==> src/logic/udp_tx_cfg_pkg.sv <==
package udp_tx_cfg_pkg;

    // Fixed payload, large enough that the frame needs no padding
    localparam int unsigned PAYLOAD_BYTES = 18;

    // Ethernet, IP and UDP headers plus the payload, before the FCS
    localparam int unsigned FRAME_BYTES = 60;

    // Length of every timed phase, counted in nibble strobes
    localparam int unsigned PREAMBLE_NIBBLES = 16;
    localparam int unsigned FRAME_NIBBLES    = 2 * FRAME_BYTES;
    localparam int unsigned FCS_NIBBLES      = 8;
    // Twelve byte times of interframe gap
    localparam int unsigned GAP_NIBBLES      = 24;

    // Clock cycles per MII nibble
    localparam int unsigned NIBBLE_DIVIDER = 4;

    typedef logic [6:0] nibble_idx_t;
    typedef logic [$clog2(NIBBLE_DIVIDER)-1:0] div_count_t;

    typedef enum logic [2:0] {
        PHASE_IDLE,
        PHASE_BUILD,
        PHASE_CHECKSUM,
        PHASE_PREAMBLE,
        PHASE_FRAME,
        PHASE_FCS,
        PHASE_GAP
    } tx_phase_e;

    // Addressing of one datagram, both ends
    typedef struct packed {
        logic [31:0] src_ip;
        logic [47:0] src_mac;
        logic [15:0] src_port;
        logic [31:0] dest_ip;
        logic [47:0] dest_mac;
        logic [15:0] dest_port;
    } udp_request_t;

    // MII transmit side, strobe marks the cycle a new nibble is presented
    typedef struct packed {
        logic       en;
        logic       strobe;
        logic [3:0] d;
    } mii_tx_t;

endpackage
==> src/logic/eth_frame_pkg.sv <==
package eth_frame_pkg;

    // Wire formats of the Ethernet, IPv4 and UDP headers
    // Every struct lists its fields in the order they go out on the wire
    // The first byte sits in the most significant position

    // Ethernet II header without preamble and FCS
    typedef struct packed {
        logic [47:0] dest_mac;
        logic [47:0] src_mac;
        logic [15:0] ether_type;
    } eth_header_t;

    // RFC 791 header with no options, so IHL is always five words
    typedef struct packed {
        logic [3:0]  version;
        logic [3:0]  ihl;
        logic [7:0]  type_of_service;
        logic [15:0] total_length;
        logic [15:0] identification;
        logic [2:0]  flags;
        logic [12:0] fragment_offset;
        logic [7:0]  time_to_live;
        logic [7:0]  protocol;
        logic [15:0] header_checksum;
        logic [31:0] src_ip;
        logic [31:0] dest_ip;
    } ip_header_t;

    // The same 160 bits seen as fields or as the ten words the checksum adds up
    typedef union packed {
        ip_header_t       hdr;
        logic [9:0][15:0] ip_words;
    } ip_header_u;

    // RFC 768 header
    typedef struct packed {
        logic [15:0] src_port;
        logic [15:0] dest_port;
        logic [15:0] length;
        logic [15:0] checksum;
    } udp_header_t;

    // The whole frame between SFD and FCS
    typedef struct packed {
        eth_header_t eth;
        ip_header_u  ip;
        udp_header_t udp;
        logic [udp_tx_cfg_pkg::PAYLOAD_BYTES*8-1:0] payload;
    } frame_t;

    localparam logic [15:0] ETHER_TYPE_IPV4      = 16'h0800;
    localparam logic [3:0]  IP_VERSION           = 4'd4;
    localparam logic [3:0]  IP_IHL               = 4'd5;
    // Asks for high throughput and high reliability
    localparam logic [7:0]  IP_TOS               = 8'h0C;
    localparam logic [7:0]  IP_TTL               = 8'hFF;
    localparam logic [7:0]  IP_PROTO_UDP         = 8'h11;
    localparam logic [31:0] CRC32_POLY_REFLECTED = 32'hEDB88320;

    localparam int unsigned ETH_HEADER_BYTES = 14;
    localparam int unsigned IP_HEADER_BYTES  = 20;
    localparam int unsigned UDP_HEADER_BYTES = 8;

    // Preamble bytes are 8'h55 and the SFD is 8'hD5, low nibble first
    localparam logic [3:0] PREAMBLE_NIBBLE = 4'h5;
    localparam logic [3:0] SFD_LAST_NIBBLE = 4'hD;

    // Nibble idx of the frame in MII order
    // Byte idx/2 counted from the first byte, low nibble on even idx
    function automatic logic [3:0] frame_nibble(frame_t frame, udp_tx_cfg_pkg::nibble_idx_t idx);
        logic [7:0] octet;
        octet = frame[(udp_tx_cfg_pkg::FRAME_BYTES - 1 - int'(idx[6:1])) * 8 +: 8];
        return idx[0] ? octet[7:4] : octet[3:0];
    endfunction

endpackage

==> src/logic/udp_tx_top.sv <==
module udp_tx_top (
    input  logic                                       clk,
    input  logic                                       reset,
    input  logic                                       send,
    input  udp_tx_cfg_pkg::udp_request_t               request,
    input  logic [udp_tx_cfg_pkg::PAYLOAD_BYTES*8-1:0] payload,
    output logic                                       ready,
    output udp_tx_cfg_pkg::mii_tx_t                    tx
);
    import eth_frame_pkg::*;
    import udp_tx_cfg_pkg::*;

    tx_phase_e   phase;
    logic        tick;
    logic        phase_last;
    nibble_idx_t nibble_idx;
    frame_t      frame;
    logic [31:0] crc;

    // Phase sequencing and the ready handshake
    udp_tx_fsm i_udp_tx_fsm (
        .clk        (clk),
        .reset      (reset),
        .send       (send),
        .tick       (tick),
        .phase_last (phase_last),
        .ready      (ready),
        .phase      (phase)
    );

    // Nibble strobe and position within the current phase
    nibble_timer i_nibble_timer (
        .clk        (clk),
        .reset      (reset),
        .phase      (phase),
        .tick       (tick),
        .nibble_idx (nibble_idx),
        .phase_last (phase_last)
    );

    frame_builder i_frame_builder (
        .clk     (clk),
        .reset   (reset),
        .phase   (phase),
        .request (request),
        .payload (payload),
        .frame   (frame)
    );

    crc32_nibble i_crc32_nibble (
        .clk        (clk),
        .reset      (reset),
        .phase      (phase),
        .tick       (tick),
        .frame      (frame),
        .nibble_idx (nibble_idx),
        .crc        (crc)
    );

    // Drives the MII transmit bus
    nibble_serializer i_nibble_serializer (
        .clk        (clk),
        .reset      (reset),
        .phase      (phase),
        .tick       (tick),
        .nibble_idx (nibble_idx),
        .frame      (frame),
        .crc        (crc),
        .tx         (tx)
    );

endmodule

==> src/logic/nibble_serializer.sv <==
module nibble_serializer (
    input  logic                        clk,
    input  logic                        reset,
    input  udp_tx_cfg_pkg::tx_phase_e   phase,
    input  logic                        tick,
    input  udp_tx_cfg_pkg::nibble_idx_t nibble_idx,
    input  eth_frame_pkg::frame_t       frame,
    input  logic [31:0]                 crc,
    output udp_tx_cfg_pkg::mii_tx_t     tx
);
    import eth_frame_pkg::*;
    import udp_tx_cfg_pkg::*;

    logic            sending;
    logic [3:0]      nibble;
    logic [7:0][3:0] fcs_nibbles;

    // Preamble, frame and FCS all drive the bus, the gap does not
    assign sending = (phase == PHASE_PREAMBLE) || (phase == PHASE_FRAME) ||
                     (phase == PHASE_FCS);

    // FCS is the complemented remainder, element 0 holds the bits that go first
    assign fcs_nibbles = ~crc;

    always_comb begin
        case (phase)
            PHASE_PREAMBLE: begin
                // The SFD's high nibble replaces the last preamble nibble
                nibble = (nibble_idx == nibble_idx_t'(PREAMBLE_NIBBLES - 1)) ?
                         SFD_LAST_NIBBLE : PREAMBLE_NIBBLE;
            end
            PHASE_FRAME: nibble = frame_nibble(frame, nibble_idx);
            PHASE_FCS:   nibble = fcs_nibbles[nibble_idx[2:0]];
            default:     nibble = '0;
        endcase
    end

    // Bus changes one cycle after the tick and holds until the next one
    always_ff @(posedge clk) begin
        if (reset) begin
            tx <= '0;
        end else begin
            tx.strobe <= tick && sending;
            if (tick) begin
                tx.en <= sending;
                tx.d  <= nibble;
            end
        end
    end

endmodule

==> src/logic/crc32_nibble.sv <==
module crc32_nibble (
    input  logic                        clk,
    input  logic                        reset,
    input  udp_tx_cfg_pkg::tx_phase_e   phase,
    input  logic                        tick,
    input  eth_frame_pkg::frame_t       frame,
    input  udp_tx_cfg_pkg::nibble_idx_t nibble_idx,
    output logic [31:0]                 crc
);
    import eth_frame_pkg::*;
    import udp_tx_cfg_pkg::*;

    logic [3:0] nibble;

    // One entry of the reflected table: four single-bit LFSR shifts of the index
    function automatic logic [31:0] crc_table(input logic [3:0] index);
        logic [31:0] r;
        r = 32'(index);
        for (int b = 0; b < 4; b++) begin
            r = r[0] ? ((r >> 1) ^ CRC32_POLY_REFLECTED) : (r >> 1);
        end
        return r;
    endfunction

    // Same nibble that the serializer is putting on the wire for this tick
    assign nibble = frame_nibble(frame, nibble_idx);

    always_ff @(posedge clk) begin
        if (reset) begin
            crc <= '1;
        end else if (phase == PHASE_BUILD) begin
            // Preset for the new frame
            crc <= '1;
        end else if (phase == PHASE_FRAME && tick) begin
            // Bits are taken LSB first, so the low four bits of the state meet the nibble
            crc <= (crc >> 4) ^ crc_table(crc[3:0] ^ nibble);
        end
    end

endmodule

==> src/logic/frame_builder.sv <==
module frame_builder (
    input  logic                                       clk,
    input  logic                                       reset,
    input  udp_tx_cfg_pkg::tx_phase_e                  phase,
    input  udp_tx_cfg_pkg::udp_request_t               request,
    input  logic [udp_tx_cfg_pkg::PAYLOAD_BYTES*8-1:0] payload,
    output eth_frame_pkg::frame_t                      frame
);
    import eth_frame_pkg::*;
    import udp_tx_cfg_pkg::*;

    logic [19:0] ip_sum;
    logic [16:0] ip_sum_fold;
    logic [15:0] ip_sum_final;
    logic [15:0] ip_checksum;

    // RFC 1071 sum of the ten header words, carries folded back in twice
    always_comb begin
        ip_sum = '0;
        for (int w = 0; w < 10; w++) begin
            ip_sum = ip_sum + 20'(frame.ip.ip_words[w]);
        end
        ip_sum_fold  = {1'b0, ip_sum[15:0]} + 17'(ip_sum[19:16]);
        ip_sum_final = ip_sum_fold[15:0] + 16'(ip_sum_fold[16]);
        ip_checksum  = ~ip_sum_final;
    end

    always_ff @(posedge clk) begin
        if (reset) begin
            frame <= '0;
        end else begin
            case (phase)
                // Track the inputs while idle
                // The last load lands on the accept edge, which is when the sender's values count
                PHASE_IDLE: begin
                    frame.eth.dest_mac  <= request.dest_mac;
                    frame.eth.src_mac   <= request.src_mac;
                    frame.ip.hdr.src_ip  <= request.src_ip;
                    frame.ip.hdr.dest_ip <= request.dest_ip;
                    frame.udp.src_port  <= request.src_port;
                    frame.udp.dest_port <= request.dest_port;
                    frame.payload       <= payload;
                end
                // Fixed protocol fields, checksum zeroed so it drops out of the sum
                PHASE_BUILD: begin
                    frame.eth.ether_type         <= ETHER_TYPE_IPV4;
                    frame.ip.hdr.version         <= IP_VERSION;
                    frame.ip.hdr.ihl             <= IP_IHL;
                    frame.ip.hdr.type_of_service <= IP_TOS;
                    frame.ip.hdr.total_length    <=
                        16'(IP_HEADER_BYTES + UDP_HEADER_BYTES + PAYLOAD_BYTES);
                    frame.ip.hdr.identification  <= '0;
                    frame.ip.hdr.flags           <= '0;
                    frame.ip.hdr.fragment_offset <= '0;
                    frame.ip.hdr.time_to_live    <= IP_TTL;
                    frame.ip.hdr.protocol        <= IP_PROTO_UDP;
                    frame.ip.hdr.header_checksum <= '0;
                    frame.udp.length   <= 16'(UDP_HEADER_BYTES + PAYLOAD_BYTES);
                    // No UDP checksum is sent
                    frame.udp.checksum <= '0;
                end
                PHASE_CHECKSUM: begin
                    frame.ip.hdr.header_checksum <= ip_checksum;
                end
                default: begin
                end
            endcase
        end
    end

endmodule

==> src/logic/nibble_timer.sv <==
module nibble_timer (
    input  logic                        clk,
    input  logic                        reset,
    input  udp_tx_cfg_pkg::tx_phase_e   phase,
    output logic                        tick,
    output udp_tx_cfg_pkg::nibble_idx_t nibble_idx,
    output logic                        phase_last
);
    import udp_tx_cfg_pkg::*;

    div_count_t  div_cnt;
    logic        div_wrap;
    logic        timed;
    nibble_idx_t last_idx;

    // Nibbles in each timed phase, zero for the phases that are not timed
    function automatic int unsigned phase_length(tx_phase_e p);
        case (p)
            PHASE_PREAMBLE: return PREAMBLE_NIBBLES;
            PHASE_FRAME:    return FRAME_NIBBLES;
            PHASE_FCS:      return FCS_NIBBLES;
            PHASE_GAP:      return GAP_NIBBLES;
            default:        return 0;
        endcase
    endfunction

    assign div_wrap = (div_cnt == div_count_t'(NIBBLE_DIVIDER - 1));
    assign timed    = (phase_length(phase) != 0);
    assign last_idx = nibble_idx_t'(phase_length(phase) - 1);

    // The tick that carries the final nibble of this phase
    assign phase_last = tick && timed && (nibble_idx == last_idx);

    // Free-running divider, the strobe does not restart with a request
    always_ff @(posedge clk) begin
        if (reset) begin
            div_cnt <= '0;
            tick    <= 1'b0;
        end else begin
            div_cnt <= div_wrap ? '0 : div_cnt + 1'b1;
            tick    <= div_wrap;
        end
    end

    // Idx held at zero outside the timed phases, and wraps to zero at the end of each one
    always_ff @(posedge clk) begin
        if (reset) begin
            nibble_idx <= '0;
        end else if (!timed) begin
            nibble_idx <= '0;
        end else if (tick) begin
            nibble_idx <= phase_last ? '0 : nibble_idx + 1'b1;
        end
    end

endmodule

==> src/logic/udp_tx_fsm.sv <==
module udp_tx_fsm (
    input  logic                      clk,
    input  logic                      reset,
    input  logic                      send,
    input  logic                      tick,
    input  logic                      phase_last,
    output logic                      ready,
    output udp_tx_cfg_pkg::tx_phase_e phase
);
    import udp_tx_cfg_pkg::*;

    tx_phase_e phase_next;
    logic      accept;
    logic      phase_done;

    // A request is taken only while idle and ready
    assign accept = send && ready;

    // The timed phases end on the strobe that carries their last nibble
    assign phase_done = tick && phase_last;

    always_comb begin
        phase_next = phase;
        case (phase)
            PHASE_IDLE: begin
                if (accept) begin
                    phase_next = PHASE_BUILD;
                end
            end
            // Header fields go in during this cycle
            PHASE_BUILD: begin
                phase_next = PHASE_CHECKSUM;
            end
            // IP checksum is written here, then we wait for the next tick
            PHASE_CHECKSUM: begin
                phase_next = PHASE_PREAMBLE;
            end
            PHASE_PREAMBLE: begin
                if (phase_done) begin
                    phase_next = PHASE_FRAME;
                end
            end
            PHASE_FRAME: begin
                if (phase_done) begin
                    phase_next = PHASE_FCS;
                end
            end
            PHASE_FCS: begin
                if (phase_done) begin
                    phase_next = PHASE_GAP;
                end
            end
            PHASE_GAP: begin
                if (phase_done) begin
                    phase_next = PHASE_IDLE;
                end
            end
            default: begin
                phase_next = PHASE_IDLE;
            end
        endcase
    end

    always_ff @(posedge clk) begin
        if (reset) begin
            phase <= PHASE_IDLE;
            ready <= 1'b1;
        end else begin
            phase <= phase_next;
            // Drops the cycle after accept and rises on the way back into IDLE
            ready <= (phase_next == PHASE_IDLE);
        end
    end

endmodule

==> config.mk <==
export PLATFORM = sky130hd
export DESIGN_NAME = udp_tx_top
export DESIGN_NICKNAME = d
export VERILOG_FILES = /design/src/logic/udp_tx_cfg_pkg.sv /design/src/logic/eth_frame_pkg.sv /design/src/logic/udp_tx_top.sv /design/src/logic/nibble_serializer.sv /design/src/logic/crc32_nibble.sv /design/src/logic/frame_builder.sv /design/src/logic/nibble_timer.sv /design/src/logic/udp_tx_fsm.sv
export SDC_FILE = /design/constraint.sdc
export NUM_CORES = 1
export LEC_CHECK = 0
export ABC_AREA = 1
export BUFFER_PORTS_ARGS = -buffer_cell sky130_fd_sc_hd__buf_2
export CAP_MARGIN = 20
export CELL_PAD_IN_SITES_DETAIL_PLACEMENT = 1
export CELL_PAD_IN_SITES_GLOBAL_PLACEMENT = 1
export CORE_UTILIZATION = 41
export CTS_CLUSTER_SIZE = 8
export DETAILED_ROUTE_END_ITERATION = 8
export PLACE_DENSITY_LB_ADDON = 0.1
export REMOVE_ABC_BUFFERS = 1
export SYNTH_ARGS = -nofsm -noshare
export SYNTH_HDL_FRONTEND = slang
export SYNTH_SLANG_ARGS = --single-unit
==> constraint.sdc <==
create_clock -name clk -period 8.45 [get_ports clk]
set_input_delay 0.4225 -clock clk [delete_from_list [all_inputs] [get_ports clk]]
set_output_delay 0.4225 -clock clk [all_outputs]
set_load 0.1 [all_outputs]
After elaboration in Yosys (flattened, before gate mapping)

Index checks and enable logic that the tools add are counted.

Shift-type cells: 1
Reductions and logical operators: 15
Order comparisons: 1
Muxes and demuxes: 18
Equality and inequality tests: 9
Add/sub/neg operators: 13
Bitwise logic cells: 8

Operators with widths:

| cell                  | number |
|---|---|
| $shiftx A480 B33 Y8   | 1 |
| $mux W32              | 4 |
| $add A20 B16 Y20      | 4 |
| $not A13 Y14          | 3 |
| $not A32 Y32          | 1 |
| $pmux W16 S2          | 1 |
| $reduce_bool A32 Y1   | 1 |
| $xor A28 B32 Y32      | 1 |
| $pmux W7 S4           | 1 |
| $pmux W3 S7           | 1 |
| $add A20 B15 Y20      | 1 |
| $add A20 B6 Y20       | 1 |
| $add A16 B16 Y17      | 1 |
| $add A16 B4 Y17       | 1 |
| $add A16 B1 Y16       | 1 |
| $not A16 Y16          | 1 |
| $mux W3               | 5 |
| $bmux W4 S3           | 1 |
| $mux W4               | 3 |
| $pmux W4 S3           | 1 |
| $eq A3 B3 Y1 const B  | 3 |
| $add A7 B1 Y7 const B | 1 |
| $eq A7 B4 Y1 const B  | 1 |
| $eq A7 B7 Y1          | 1 |
| other kinds (15)      | 25 |

Output and inout bits: 7
Word-level logic and storage cells: 84
Input port bits: 339
Register bits: 407

Longest topological paths before layout

Gate-level depths: netlist of run 1.

Depth in word-level cells: 12
Depth in mapped cells: 52
Depth with buffers taken out: 52

By module

A second synthesis of run 1 with hierarchy kept.

Cells, all modules: 5138
Area total of the unflattened synthesis: 30390.4 um^2

Modules (own cells, without submodules):

| module            | area an instance (um^2) | sequential area each (um^2) | cells an instance | times used |
|---|---|---|---|---|
| frame_builder     | 16588.4                 | 7066.8                      | 2216              | 1 |
| crc32_nibble      | 6702.7                  | 640.6                       | 1369              | 1 |
| nibble_serializer | 6227.2                  | 120.1                       | 1428              | 1 |
| nibble_timer      | 603.1                   | 200.2                       | 85                | 1 |
| udp_tx_fsm        | 269.0                   | 80.1                        | 40                | 1 |

Least setup slack after synthesis of run 1

OpenSTA, ideal clock, no wires.

Path kind: reg2reg
From: register, netlist name i_frame_builder.frame[208]
To: register, netlist name i_frame_builder.frame[286]
Cell stages (with the launch flop): 48
Library setup time: 0.132 ns
Arrival time: 7.510 ns
Clock period less this slack: 7.642 ns
Required time: 8.318 ns
Buffers on the path: 0
Path slack: 0.808 ns
Path through: dfxtp_1 > ha_1 > inv_1 > fa_1 > nand3b_1 > and2_1 > o221ai_1 > a21oi_1 > o21ai_0 > xor2_1 > inv_1 > fa_1 > fa_1 > fa_1 > ha_1 > inv_1 > nor3_1 > nand2_1 > [... 12 more ...] > nor2_2 > nand3_1 > nor2_2 > nand4_1 > nor4_1 > ha_1 > ha_1 > inv_1 > nor3_1 > inv_1 > nor3_2 > nand2_1 > nor2_2 > nand3_2 > nor2_4 > nand3_1 > nand3_1 > a21oi_1

Cells in the longest elaborated chain, start to end: 11

RTL lines:

| item                           | RTL line            | source |
|---|---|---|
| $add A16 B16 Y17               | frame_builder.sv:21 | `ip_sum = ip_sum + 20'(frame.ip.ip_words[w]);` |
| $add A20 B16 Y20 (4 in series) | frame_builder.sv:21 |  |
| $add A20 B6 Y20                | frame_builder.sv:21 |  |
| $add A20 B15 Y20               | frame_builder.sv:21 |  |
| $add A16 B4 Y17                | frame_builder.sv:23 | `ip_sum_fold = {1'b0, ip_sum[15:0]} + 17'(ip_sum[19:16]);` |
| $add A16 B1 Y16                | frame_builder.sv:24 | `ip_sum_final = ip_sum_fold[15:0] + 16'(ip_sum_fold[16]);` |
| $not A16 Y16                   | frame_builder.sv:25 | `ip_checksum = ~ip_sum_final;` |
| $pmux W16 S2                   | frame_builder.sv:32 | `case (phase)` |

Every way passes these cells.
A chain may end at the register's enable or synchronous reset.

Worst setup path in the final report of run 1

From: register, netlist name i_frame_builder.frame[224]
To: register, netlist name i_frame_builder.frame[286]

Cells in the longest elaborated chain, start to end: 11

RTL lines:

| item                           | RTL line |
|---|---|
| $add A16 B16 Y17               | frame_builder.sv:21 |
| $add A20 B16 Y20 (4 in series) | frame_builder.sv:21 |
| $add A20 B6 Y20                | frame_builder.sv:21 |
| $add A20 B15 Y20               | frame_builder.sv:21 |
| $add A16 B4 Y17                | frame_builder.sv:23 |
| $add A16 B1 Y16                | frame_builder.sv:24 |
| $not A16 Y16                   | frame_builder.sv:25 |
| $pmux W16 S2                   | frame_builder.sv:32 |

Every way passes these cells.

==> flow_summary_export.csv, run 1 <==
group,metric,value,unit
run_status,outcome,"complete, no violations",
yosys,synth_area,0.0225,mm2
timing,fin_setup_tns,0,ns
yosys,synthFlopType,"dfxtp_1",
yosys,synth_cell_type_count,50,
yosys,synth_top_area_share,0.360,
power_and_ir_drop,power_density,388,mW/mm2
route,drtIter0Drc,1555,
power_and_ir_drop,p_seq_frac,0.243,
setup_path,path_delay_family,"simple AND/OR/NAND/NOR gates",
placed_design,io_buffers,345,
route,first_pass_iters,5,
timing,maxSlewViolCount,0,
global_routing,grt_pass1_vias,24100,
global_routing,overflow,0,
floorplan,die_x,236,um
floorplan,start_util,0.417,
placed_design,dp.cells,4207,
timing,timing.fmax,0.125,GHz
yosys,async_flop_share,0,
timing,finalCriticalPeriod,7.99,ns
timing,worst_slew_pin_slew,1.10,ns
layout,drive_above_1_share,0.165,
route,antenna_left,0,
timing,final.setup.worst_slack,0.457,ns
global_routing,grt_usage,0.301,
placed_design,dpl.hpwl,59.9,mm
route,wl_per_cell,20.0,um
placed_design,place_area,0.0245,mm2
yosys,synth_seq_area_share,0.360,
timing,finalCritPeriodShare,0.946,
setup_path,worstSetupPathType,"reg -> reg",
setup_path,worstPathRequired,8.99,ns
setup_path,path_max_fanout,5,
setup_path,cp_num_buf_inv,8,
clock_tree,clk_path_buf_depth,3,
yosys,syn_inst,3328,
layout,layout_commonest_cell,"nand2_1",
clock_tree,clk_pin_slew_worst_paths,0.05,ns
power_and_ir_drop,switchingPower,0.00482,W
route,wl,86.3,mm
worst_hold_path,hold_path.class,"in -> reg",
floorplan,die_area,0.0558,mm2
timing,finalHoldViolations,0,
route,drc_errors,0,
setup_path,endpoint_kind,"flop",
floorplan,rows,85,
power_and_ir_drop,pwr-share-clk,0.201,
route,viasPerCell,5.42,
global_routing,grt_first_pass_wirelength,134,mm
layout,stdcell_area,0.0267,mm2
clock_tree,clock_sink_count,405,
job,cap_violations,0,
global_routing,grt_max_degree,193,
clock_tree,clk_latency,0.63,ns
yosys,yosysWarnings,0,
power_and_ir_drop,p_sw_frac,0.466,
floorplan,boundaryPins,346,
yosys,netlist_top_cells_area,"dfxtp_1, nand2_1, o21ai_0, nor2_1, a21oi_1",
clock_tree,cts_made_buffers,57,
clock_tree,root_buffer,"clkbuf_16",
timing,skew,0.0294,ns
power_and_ir_drop,p_int,0.00553,W
setup_path,cp_slowest_stage_delay,0.54,ns
setup_path,arrival,8.54,ns
global_routing,grt_antenna_before_repair,19,
setup_path,cp-start-kind,"flop",
yosys,synth_top_cell_by_area,"dfxtp_1",
clock_tree,htree_num_levels,2,
layout,final_cell_count_no_fill,4321,
floorplan,die_h,236,um
yosys,synth-seq-cells,405,
setup_path,slowest_stage,"fa_1",
placed_design,gp_congestion,0.927,
yosys,synth_area_per_cell,6.76,um2
clock_tree,cts_tree,"built",
placed_design,dp_slack,-0.188,ns
yosys,synth_edf_count,0,
layout,final_cell_mix,"nand2_1, nor2_1, o21ai_0",
timing,relSlewSlack,0.266,
power_and_ir_drop,total_leakage_power,12.2,nW
route,num_vias,23400,
timing,setup_viol_count_final,0,
power_and_ir_drop,p_comb_frac,0.556,
floorplan,coreArea,0.0540,mm2
layout,area_growth,18.5,%
layout,nets,4049,
power_and_ir_drop,ir_worst_vdd,0.247,mV
[power by group through the flow]
stage / registers (W) / logic, W / clock network (W)
floorplan: 0.00246 / 0.00352 / 0
global placement: 0.00253 / 0.00493 / 0
CTS: 0.00251 / 0.00535 / 0.00211
global route: 0.00255 / 0.00638 / 0.00218
finish: 0.00251 / 0.00576 / 0.00208
detailed placement: 0.00254 / 0.00507 / 0
[worst reg2reg max path: cells and delay by family (launching register included)]
kind	cells	cell delay [ns]
xor gates and xnor gates	2	0.28
and+or+nand+nor	26	2.98
buffers and inverters	8	0.78
DFF	1	0.35
AOI/OAI and AO/OA	4	0.54
adders and majority gates	10	2.96
[cell families after synthesis]
family / share of synthesized area
simple gates: 0.273
xor+xnor: 0.0178
flops: 0.360
compound gates: 0.182
buf+inv: 0.0970
fa+ha+maj: 0.0695
[metrics by stage]
| stage | hold WS [ns] | power, W | util |
|---|---|---|---|
| 2_1_floorplan | 0.405 | 0.00598 | - |
| 3_3_place_gp | 0.416 | 0.00745 | 0.453 |
| 3_5_place_dp | 0.439 | 0.00761 | 0.453 |
| 4_1_cts | 0.000230 | 0.00997 | 0.488 |
| 5_1_grt | 0.0206 | 0.0111 | 0.493 |
| 6_report | 0.0228 | 0.0103 | 0.494 |
[layer usage]
layer,vias to the layer above,track usage,share of wire
met4,24,0.111,0.034
met2,501,0.515,0.48
met3,164,0.0439,0.042
met5,-,0,0.0019
li1,11300,-,-
met1,11400,0.383,0.44
[Yosys cell counts (2+ instances only)]
| master | instances |
|---|---|
| ha_1 | 61 |
| buf_6 | 17 |
| buf_4 | 19 |
| nor3_2 | 2 |
| o21bai_1 | 6 |
| nor2_1 | 539 |
| xor2_1 | 26 |
| nand2_1 | 625 |
| dfxtp_1 | 405 |
| nor2_4 | 3 |
| clkinv_1 | 3 |
| o21ai_1 | 29 |
| a21oi_1 | 280 |
| o211ai_1 | 37 |
| o221ai_1 | 3 |
| nand3_2 | 16 |
| nand3b_1 | 2 |
| nor2_2 | 8 |
| xnor2_1 | 6 |
| nand2_2 | 18 |
| xor2_4 | 2 |
| nor3_1 | 11 |
| o21ai_0 | 425 |
| inv_2 | 9 |
| nand4_1 | 19 |
| nor4_1 | 2 |
| nand3_1 | 226 |
| fa_1 | 40 |
| buf_2 | 38 |
| clkbuf_1 | 130 |
| inv_1 | 297 |
| o22ai_1 | 2 |
| nand2_4 | 2 |
| xor2_2 | 4 |
[worst paths after layout]
path,endpoint,slack (ns),cells past startpoint,from
setup / recovery,i_frame_builder.frame[286]$_SDFFE_PP0P_,0.46,50,i_frame_builder.frame[224]$_SDFFE_PP0P_
hold / removal,i_frame_builder.frame[186]$_SDFFE_PP0P_,0.02,3,request[10]
setup reg to reg,i_frame_builder.frame[286]$_SDFFE_PP0P_,0.46,50,i_frame_builder.frame[224]$_SDFFE_PP0P_
hold reg to reg,i_nibble_timer.div_cnt[0]$_SDFF_PP0_,0.44,1,i_nibble_timer.div_cnt[0]$_SDFF_PP0_
[final cells by class]
cell class	count	area, um2
multi-input combinational	2408	12500
sequential	405	8120
tap	696	871
clock buffer	63	1460
inverter	310	1180
fill	6995	27400
antenna	8	20.0
timing repair buffer	427	2410
clock inverter	4	62.6
[repair_timing]
item / CTS / global route
pin swaps: 18 / 32
hold endpoints to repair: 22 / 0
setup buffers: 9 / 8
hold buffers: 22 / 0
endpoints found under the setup margin: 4 / 11
gates resized for setup: 24 / 46
[flip-flops by register name (all words and copies together), names as in the netlist]
register and flops:
i_nibble_timer.div_cnt 2, i_nibble_timer.tick 1, i_nibble_serializer.tx 6, i_udp_tx_fsm.ready 1
i_crc32_nibble.crc 32, i_nibble_timer.nibble_idx 7, i_frame_builder.frame 353, i_udp_tx_fsm.phase 3
Power figures use the tool's default switching activity.
==> run 2: changes to the inputs <==
Settings changed: ABC_AREA 1 to not set, CORE_UTILIZATION 41 to 43, SKIP_LAST_GASP set to 1.
==> run 2 against run 1 <==
Compared with the run above: sequential cell count is the same; global-route usage fell by 0.98 points; utilization up 3.1 points; via count fell by 15%; sequential share of layout area is 1.0 points higher; clock skew rose by 0.017 ns; area after synthesis fell by 3.8%; critical path depth decreased by 19; first-iteration DRC count fell by 16%; fmax is 2.2% lower; critical path type unchanged; critical endpoint is now i_frame_builder.frame[287]$_SDFFE_PP0P_.
==> flow_summary_export.csv, run 2 <==
group,metric,value,unit
setup_path,cp-start-kind,"flop",
clock_tree,cts_made_buffers,57,
job,cap_violations,0,
timing,relSlewSlack,0.0563,
yosys,synth_area,0.0216,mm2
global_routing,grt_antenna_before_repair,24,
timing,timing.fmax,0.122,GHz
yosys,synthAdderAreaFrac,0.0723,
layout,regMostFlops,"i_frame_builder.frame",
floorplan,rows,81,
yosys,synth_top_cell_by_area,"dfxtp_1",
yosys,async_flop_share,0,
yosys,synthMuxAreaShare,0.106,
setup_path,cp_slowest_stage_delay,0.51,ns
layout,layout_commonest_cell,"nand2_1",
route,drc_errors,0,
clock_tree,clk_latency,0.64,ns
layout,stdcell_area,0.0258,mm2
timing,finalCritPeriodShare,0.967,
floorplan,coreArea,0.0493,mm2
route,antenna_left,0,
clock_tree,clk_path_buf_depth,3,
power_and_ir_drop,total_power,0.00732,W
timing,skew,0.0467,ns
setup_path,worstPathRequired,8.92,ns
clock_tree,clk_pin_slew_worst_paths,0.05,ns
yosys,synth_cell_type_count,84,
yosys,yosysWarnings,0,
yosys,synth.most_common_cell,"nand2_1",
setup_path,endpoint_kind,"flop",
power_and_ir_drop,total_leakage_power,10.7,nW
setup_path,r2r_slack,0.28,ns
power_and_ir_drop,power_density,284,mW/mm2
placed_design,dp.cells,3460,
layout,area_growth,19.4,%
yosys,netlist_top_cells_area,"dfxtp_1, nand2_1, a21oi_1, mux4_2, fa_1",
placed_design,place_area,0.0238,mm2
placed_design,gp_congestion,0.917,
timing,setup_viol_count_final,0,
clock_tree,htree_num_levels,2,
yosys,syn_inst,2596,
layout,nets,3313,
yosys,synthFlopType,"dfxtp_1",
layout,final_cell_mix,"nand2_1, dfxtp_1, a21oi_1",
yosys,synthSimpleGateAreaFrac,0.195,
yosys,synth_seq_area_share,0.375,
yosys,synth-seq-cells,405,
global_routing,overflow,0,
setup_path,r2r_start,"i_frame_builder.frame[208]$_SDFFE_PP0P_",
layout,top_regs,"i_frame_builder.frame x353, i_crc32_nibble.crc x32, i_nibble_timer.nibble_idx x7",
yosys,synth_compound_area_frac,0.167,
yosys,synth_edf_count,0,
clock_tree,clock_sink_count,405,
yosys,synth_xor_area_frac,0.0339,
power_and_ir_drop,ir_worst_vdd,0.141,mV
timing,worst_slew_pin_slew,1.42,ns
route,num_vias,19900,
yosys,yosys-top-cells-count,"nand2_1, dfxtp_1, a21oi_1",
layout,drive_above_1_share,0.221,
worst_hold_path,hold_path.class,"in -> reg",
route,wl_per_cell,21.2,um
layout,multi_input_area,0.0127,mm2
timing,holdWs,0.0317,ns
global_routing,grt_pass1_vias,20400,
setup_path,cp_common_cell,"inv_1",
setup_path,path_max_fanout,9,
setup_path,crit_path_start,"i_frame_builder.frame[208]$_SDFFE_PP0P_",
global_routing,grt_usage,0.291,
layout,final_util,0.524,
floorplan,start_util,0.439,
clock_tree,cts_tree,"built",
global_routing,grt_first_pass_wirelength,115,mm
setup_path,r2r_cells,31,
layout,largest_reg_flops,353,
run_status,outcome,"complete, no violations",
timing,maxSlewViolCount,0,
layout,fillCellCount,5990,
setup_path,arrival,8.65,ns
worst_hold_path,whs_path_depth,3,
timing,finalCriticalPeriod,8.17,ns
placed_design,io_buffers,345,
layout,seqCellArea,0.00812,mm2
route,viasPerCell,5.59,
timing,finalHoldViolations,0,
worst_hold_path,hold_path.startpoint,"request[160]",
setup_path,slowest_stage,"fa_1",
worst_hold_path,min_to,"i_frame_builder.frame[240]$_SDFFE_PP0P_",
layout,final_cell_count_no_fill,3558,
floorplan,die_area,0.0512,mm2
yosys,synth_top_area_share,0.375,
floorplan,die_h,226,um
setup_path,rr_endpoint,"i_frame_builder.frame[287]$_SDFFE_PP0P_",
yosys,synth_area_per_cell,8.34,um2
clock_tree,root_buffer,"clkbuf_16",
floorplan,boundaryPins,346,
setup_path,worstSetupPathType,"reg -> reg",
yosys,synth_top_family_by_area,"simple AND/OR/NAND/NOR gates",
placed_design,dpl.hpwl,54.1,mm
global_routing,grt_max_degree,236,
floorplan,die_x,226,um
route,drtIter0Drc,1300,
route,wl,75.5,mm
route,first_pass_iters,5,
-- run 2: changes by cell type after synthesis, moves of 45 or more --
cell,before,now
xnor2_1,6,51
a21oi_1,280,383
inv_1,297,67
nor2_1,539,95
nand2_1,625,763
o21ai_0,425,32
mux4_2,0,79
nand3_1,226,40
-- run 2: power by group --
part	internal, W	switching (W)	total, W
logic	0.00116	0.00179	0.00296
registers	0.00213	0.000174	0.00230
clock network	0.00121	0.000857	0.00207
-- run 2: kinds of logic after synthesis --
family,after synthesis
adders and majority gates,101
AOI/OAI and AO/OA,605
buffers and inverters,258
muxes,129
DFF,405
xor gates and xnor gates,78
and+or+nand+nor,1020
-- run 2: worst max-delay path: cells and delay by family, from the launching register on --
family	cells	cell delay (ns)
compound gates	12	2.78
fa+ha+maj	8	2.97
buf+inv	4	0.22
flops	1	0.36
mux	1	0.27
simple gates	6	1.40
-- run 2: per-stage QoR --
step,setup slack (ns),setup TNS (ns)
after CTS,-0.0675,-0.0675
after floorplan,-8.99,-3021.91
after detailed placement,-0.163,-0.532
after global routing,-0.0412,-0.0412
final,0.278,0
after global placement,0.0464,0
-- run 2: layout make-up --
class,count,share of cell area
sequential,405,0.314
clock inverter,4,0.00329
antenna,14,0.00136
multi-input combinational,1933,0.493
inverter,70,0.0102
tap,664,0.0322
timing repair buffer,406,0.0884
clock buffer,62,0.0567
-- run 2: how the worst max path moves through the flow --
stage / slack (ns) / cells past startpoint / to
2_1_floorplan: -8.99 / 3 / i_frame_builder.frame[0]$_SDFFE_PP0P_
3_3_place_gp: 0.05 / 36 / i_frame_builder.frame[286]$_SDFFE_PP0P_
3_5_place_dp: -0.16 / 36 / i_frame_builder.frame[286]$_SDFFE_PP0P_
4_1_cts: -0.07 / 39 / i_frame_builder.frame[286]$_SDFFE_PP0P_
5_1_grt: -0.04 / 33 / i_frame_builder.frame[287]$_SDFFE_PP0P_
6_report: 0.28 / 31 / i_frame_builder.frame[287]$_SDFFE_PP0P_
-- run 2: repair_timing --
action / 4_1_cts / 5_1_grt
hold endpoints to repair: 11 / 0
gates resized for setup: 9 / 49
setup buffers: 0 / 6
hold buffers: 11 / 0
pin swaps: 0 / 32
endpoints found under the setup margin: 7 / 10
-- run 2: per-layer routing --
metal | part of all wire | global-route usage | routed length [um] | vias up
met1 | 0.43 | 0.382 | 32800 | 9769
met4 | 0.033 | 0.110 | 2460 | 20
met2 | 0.48 | 0.477 | 36000 | 518
met3 | 0.056 | 0.0531 | 4200 | 140
li1 | - | - | - | 9460
met5 | 0.0015 | 0 | 117 | -
==> run 3: changes to the inputs <==
Settings changed: CORE_ASPECT_RATIO set to 0.9.
==> run 3 against run 2 <==
Compared with the run above: combinational power up 7.1%; utilization about the same; sequential cell count unchanged; worst hold slack better by 0.0082 ns; cell area up 0.43%; critical endpoint is now i_frame_builder.frame[286]$_SDFFE_PP0P_; die area about the same; clock skew down 0.027 ns; clock power down 2%; sequential power about the same.
==> flow_summary_export.csv, run 3 (synthesis results as in run 2) <==
group,metric,value,unit
run_status,outcome,"complete, no violations",
placed_design,io_buffers,345,
setup_path,worstPathRequired,8.95,ns
layout,final_cell_count_no_fill,3586,
placed_design,dp.cells,3493,
route,num_vias,20100,
floorplan,rows,77,
global_routing,grt_antenna_before_repair,29,
route,antenna_left,0,
setup_path,worstSetupPathType,"reg -> reg",
power_and_ir_drop,pwr-share-clk,0.271,
setup_path,cp_common_cell,"o21a_1",
layout,top_regs,"i_frame_builder.frame x353, i_crc32_nibble.crc x32, i_nibble_timer.nibble_idx x7",
power_and_ir_drop,power_density,289,mW/mm2
timing,finalCriticalPeriod,8.40,ns
timing,worst_slew_pin_slew,1.12,ns
global_routing,grt_first_pass_wirelength,119,mm
clock_tree,clk_latency,0.62,ns
power_and_ir_drop,ir_worst_vdd,0.232,mV
timing,setup_viol_count_final,0,
layout,largest_reg_flops,353,
clock_tree,clk_path_buf_depth,3,
setup_path,path_delay_family,"adder cells",
global_routing,grt_pass1_vias,20800,
setup_path,endpoint_kind,"flop",
layout,drive_above_1_share,0.231,
timing,skew,0.0193,ns
layout,final_cell_mix,"nand2_1, dfxtp_1, a21oi_1",
clock_tree,hold_buffers,0,
timing,finalCritPeriodShare,0.994,
clock_tree,root_buffer,"clkbuf_16",
placed_design,dpl.hpwl,55.8,mm
power_and_ir_drop,p_sw_frac,0.387,
clock_tree,cts_made_buffers,56,
global_routing,overflow,0,
setup_path,r2r_start,"i_frame_builder.frame[224]$_SDFFE_PP0P_",
clock_tree,htree_num_levels,2,
worst_hold_path,hold_path.class,"in -> reg",
route,wl,78.1,mm
power_and_ir_drop,p_comb_frac,0.423,
setup_path,cp-start-kind,"flop",
timing,timing.fmax,0.119,GHz
clock_tree,clock_sink_count,405,
timing,rsz0062_at_grt,"true",
timing,relSlewSlack,0.255,
global_routing,grt_usage,0.298,
power_and_ir_drop,p_seq_frac,0.307,
timing,maxSlewViolCount,0,
layout,layout_commonest_cell,"nand2_1",
floorplan,start_util,0.438,
timing,finalHoldViolations,0,
job,cap_violations,0,
layout,fillCellCount,5948,
floorplan,die_h,215,um
layout,nets,3338,
layout,area_growth,19.9,%
floorplan,boundaryPins,346,
worst_hold_path,hold_path.startpoint,"payload[115]",
route,first_pass_iters,5,
power_and_ir_drop,switchingPower,0.00290,W
floorplan,coreArea,0.0494,mm2
clock_tree,cts_tree,"built",
setup_path,arrival,8.90,ns
floorplan,die_x,238,um
layout,regMostFlops,"i_frame_builder.frame",
setup_path,cp_num_buf_inv,3,
placed_design,gp_congestion,0.909,
setup_path,path_max_fanout,3,
setup_path,slowest_stage,"fa_1",
timing,holdWs,0.0400,ns
power_and_ir_drop,p_int,0.00460,W
layout,multi_input_area,0.0128,mm2
setup_path,cp_slowest_stage_delay,0.56,ns
global_routing,grt_max_degree,205,
floorplan,die_area,0.0512,mm2
route,drtIter0Drc,1326,
setup_path,crit_path_start,"i_frame_builder.frame[224]$_SDFFE_PP0P_",
route,drc_errors,0,
layout,seqCellArea,0.00812,mm2
power_and_ir_drop,total_leakage_power,10.9,nW
clock_tree,clk_pin_slew_worst_paths,0.05,ns
route,wl_per_cell,21.8,um
route,viasPerCell,5.61,
## run 3: final cells by class
| class | count | area share |
|---|---|---|
| Inverter | 70 | 0.0101 |
| Tap cell | 671 | 0.0324 |
| Timing Repair Buffer | 432 | 0.0942 |
| Clock buffer | 61 | 0.0559 |
| Antenna cell | 12 | 0.00116 |
| Clock inverter | 2 | 0.00150 |
| Multi-Input combinational cell | 1933 | 0.492 |
| Sequential cell | 405 | 0.313 |
## run 3: power groups by stage
stage	clock network (W)	logic, W	registers (W)
2_1_floorplan	0	0.00203	0.00227
3_3_place_gp	0	0.00277	0.00232
3_5_place_dp	0	0.00282	0.00233
4_1_cts	0.00207	0.00289	0.00229
5_1_grt	0.00215	0.00344	0.00232
6_report	0.00203	0.00317	0.00230
## run 3: through the flow
step,utilization,power [W],setup TNS (ns),setup WS [ns],cell area (um2)
final,0.525,0.00749,0,0.0505,25900
after global routing,0.525,0.00790,-0.892,-0.232,25900
after global placement,0.485,0.00508,-0.0187,-0.0112,24000
after floorplan,-,0.00430,-3021.91,-8.99,20800
after CTS,0.517,0.00726,0,0.0153,25600
after detailed placement,0.486,0.00515,-1.52,-0.348,24000
## run 3: what timing repair did
item	CTS	global route
pin swaps	3	46
endpoints found under the setup margin	7	9
resized for setup	13	46
setup buffers	1	17
## run 3: layer usage
metal	GRT usage	part of all wire	vias to the layer above
met5	0	0.0024	-
met4	0.0825	0.023	30
met3	0.0627	0.055	131
met2	0.495	0.48	503
met1	0.390	0.44	9946
li1	-	-	9511
## run 3: final timing paths
path                                             end  slack, ns  cells after the start
max          i_frame_builder.frame[286]$_SDFFE_PP0P_       0.05                     38
min reg2reg     i_nibble_timer.div_cnt[0]$_SDFF_PP0_       0.43                      1
min          i_frame_builder.frame[115]$_SDFFE_PP0P_       0.04                      3
max reg2reg  i_frame_builder.frame[286]$_SDFFE_PP0P_       0.05                     38
## run 3: worst reg2reg max path: cells and delay by family, from the launching register on
kind | cells | cell delay, ns
AO/OA/AOI/OAI | 15 | 2.91
flip-flops | 1 | 0.35
adder cells (fa/ha/maj) | 9 | 2.93
XOR/XNOR | 1 | 0.11
AND/OR/NAND/NOR | 10 | 1.63
buffers and inverters | 3 | 0.36
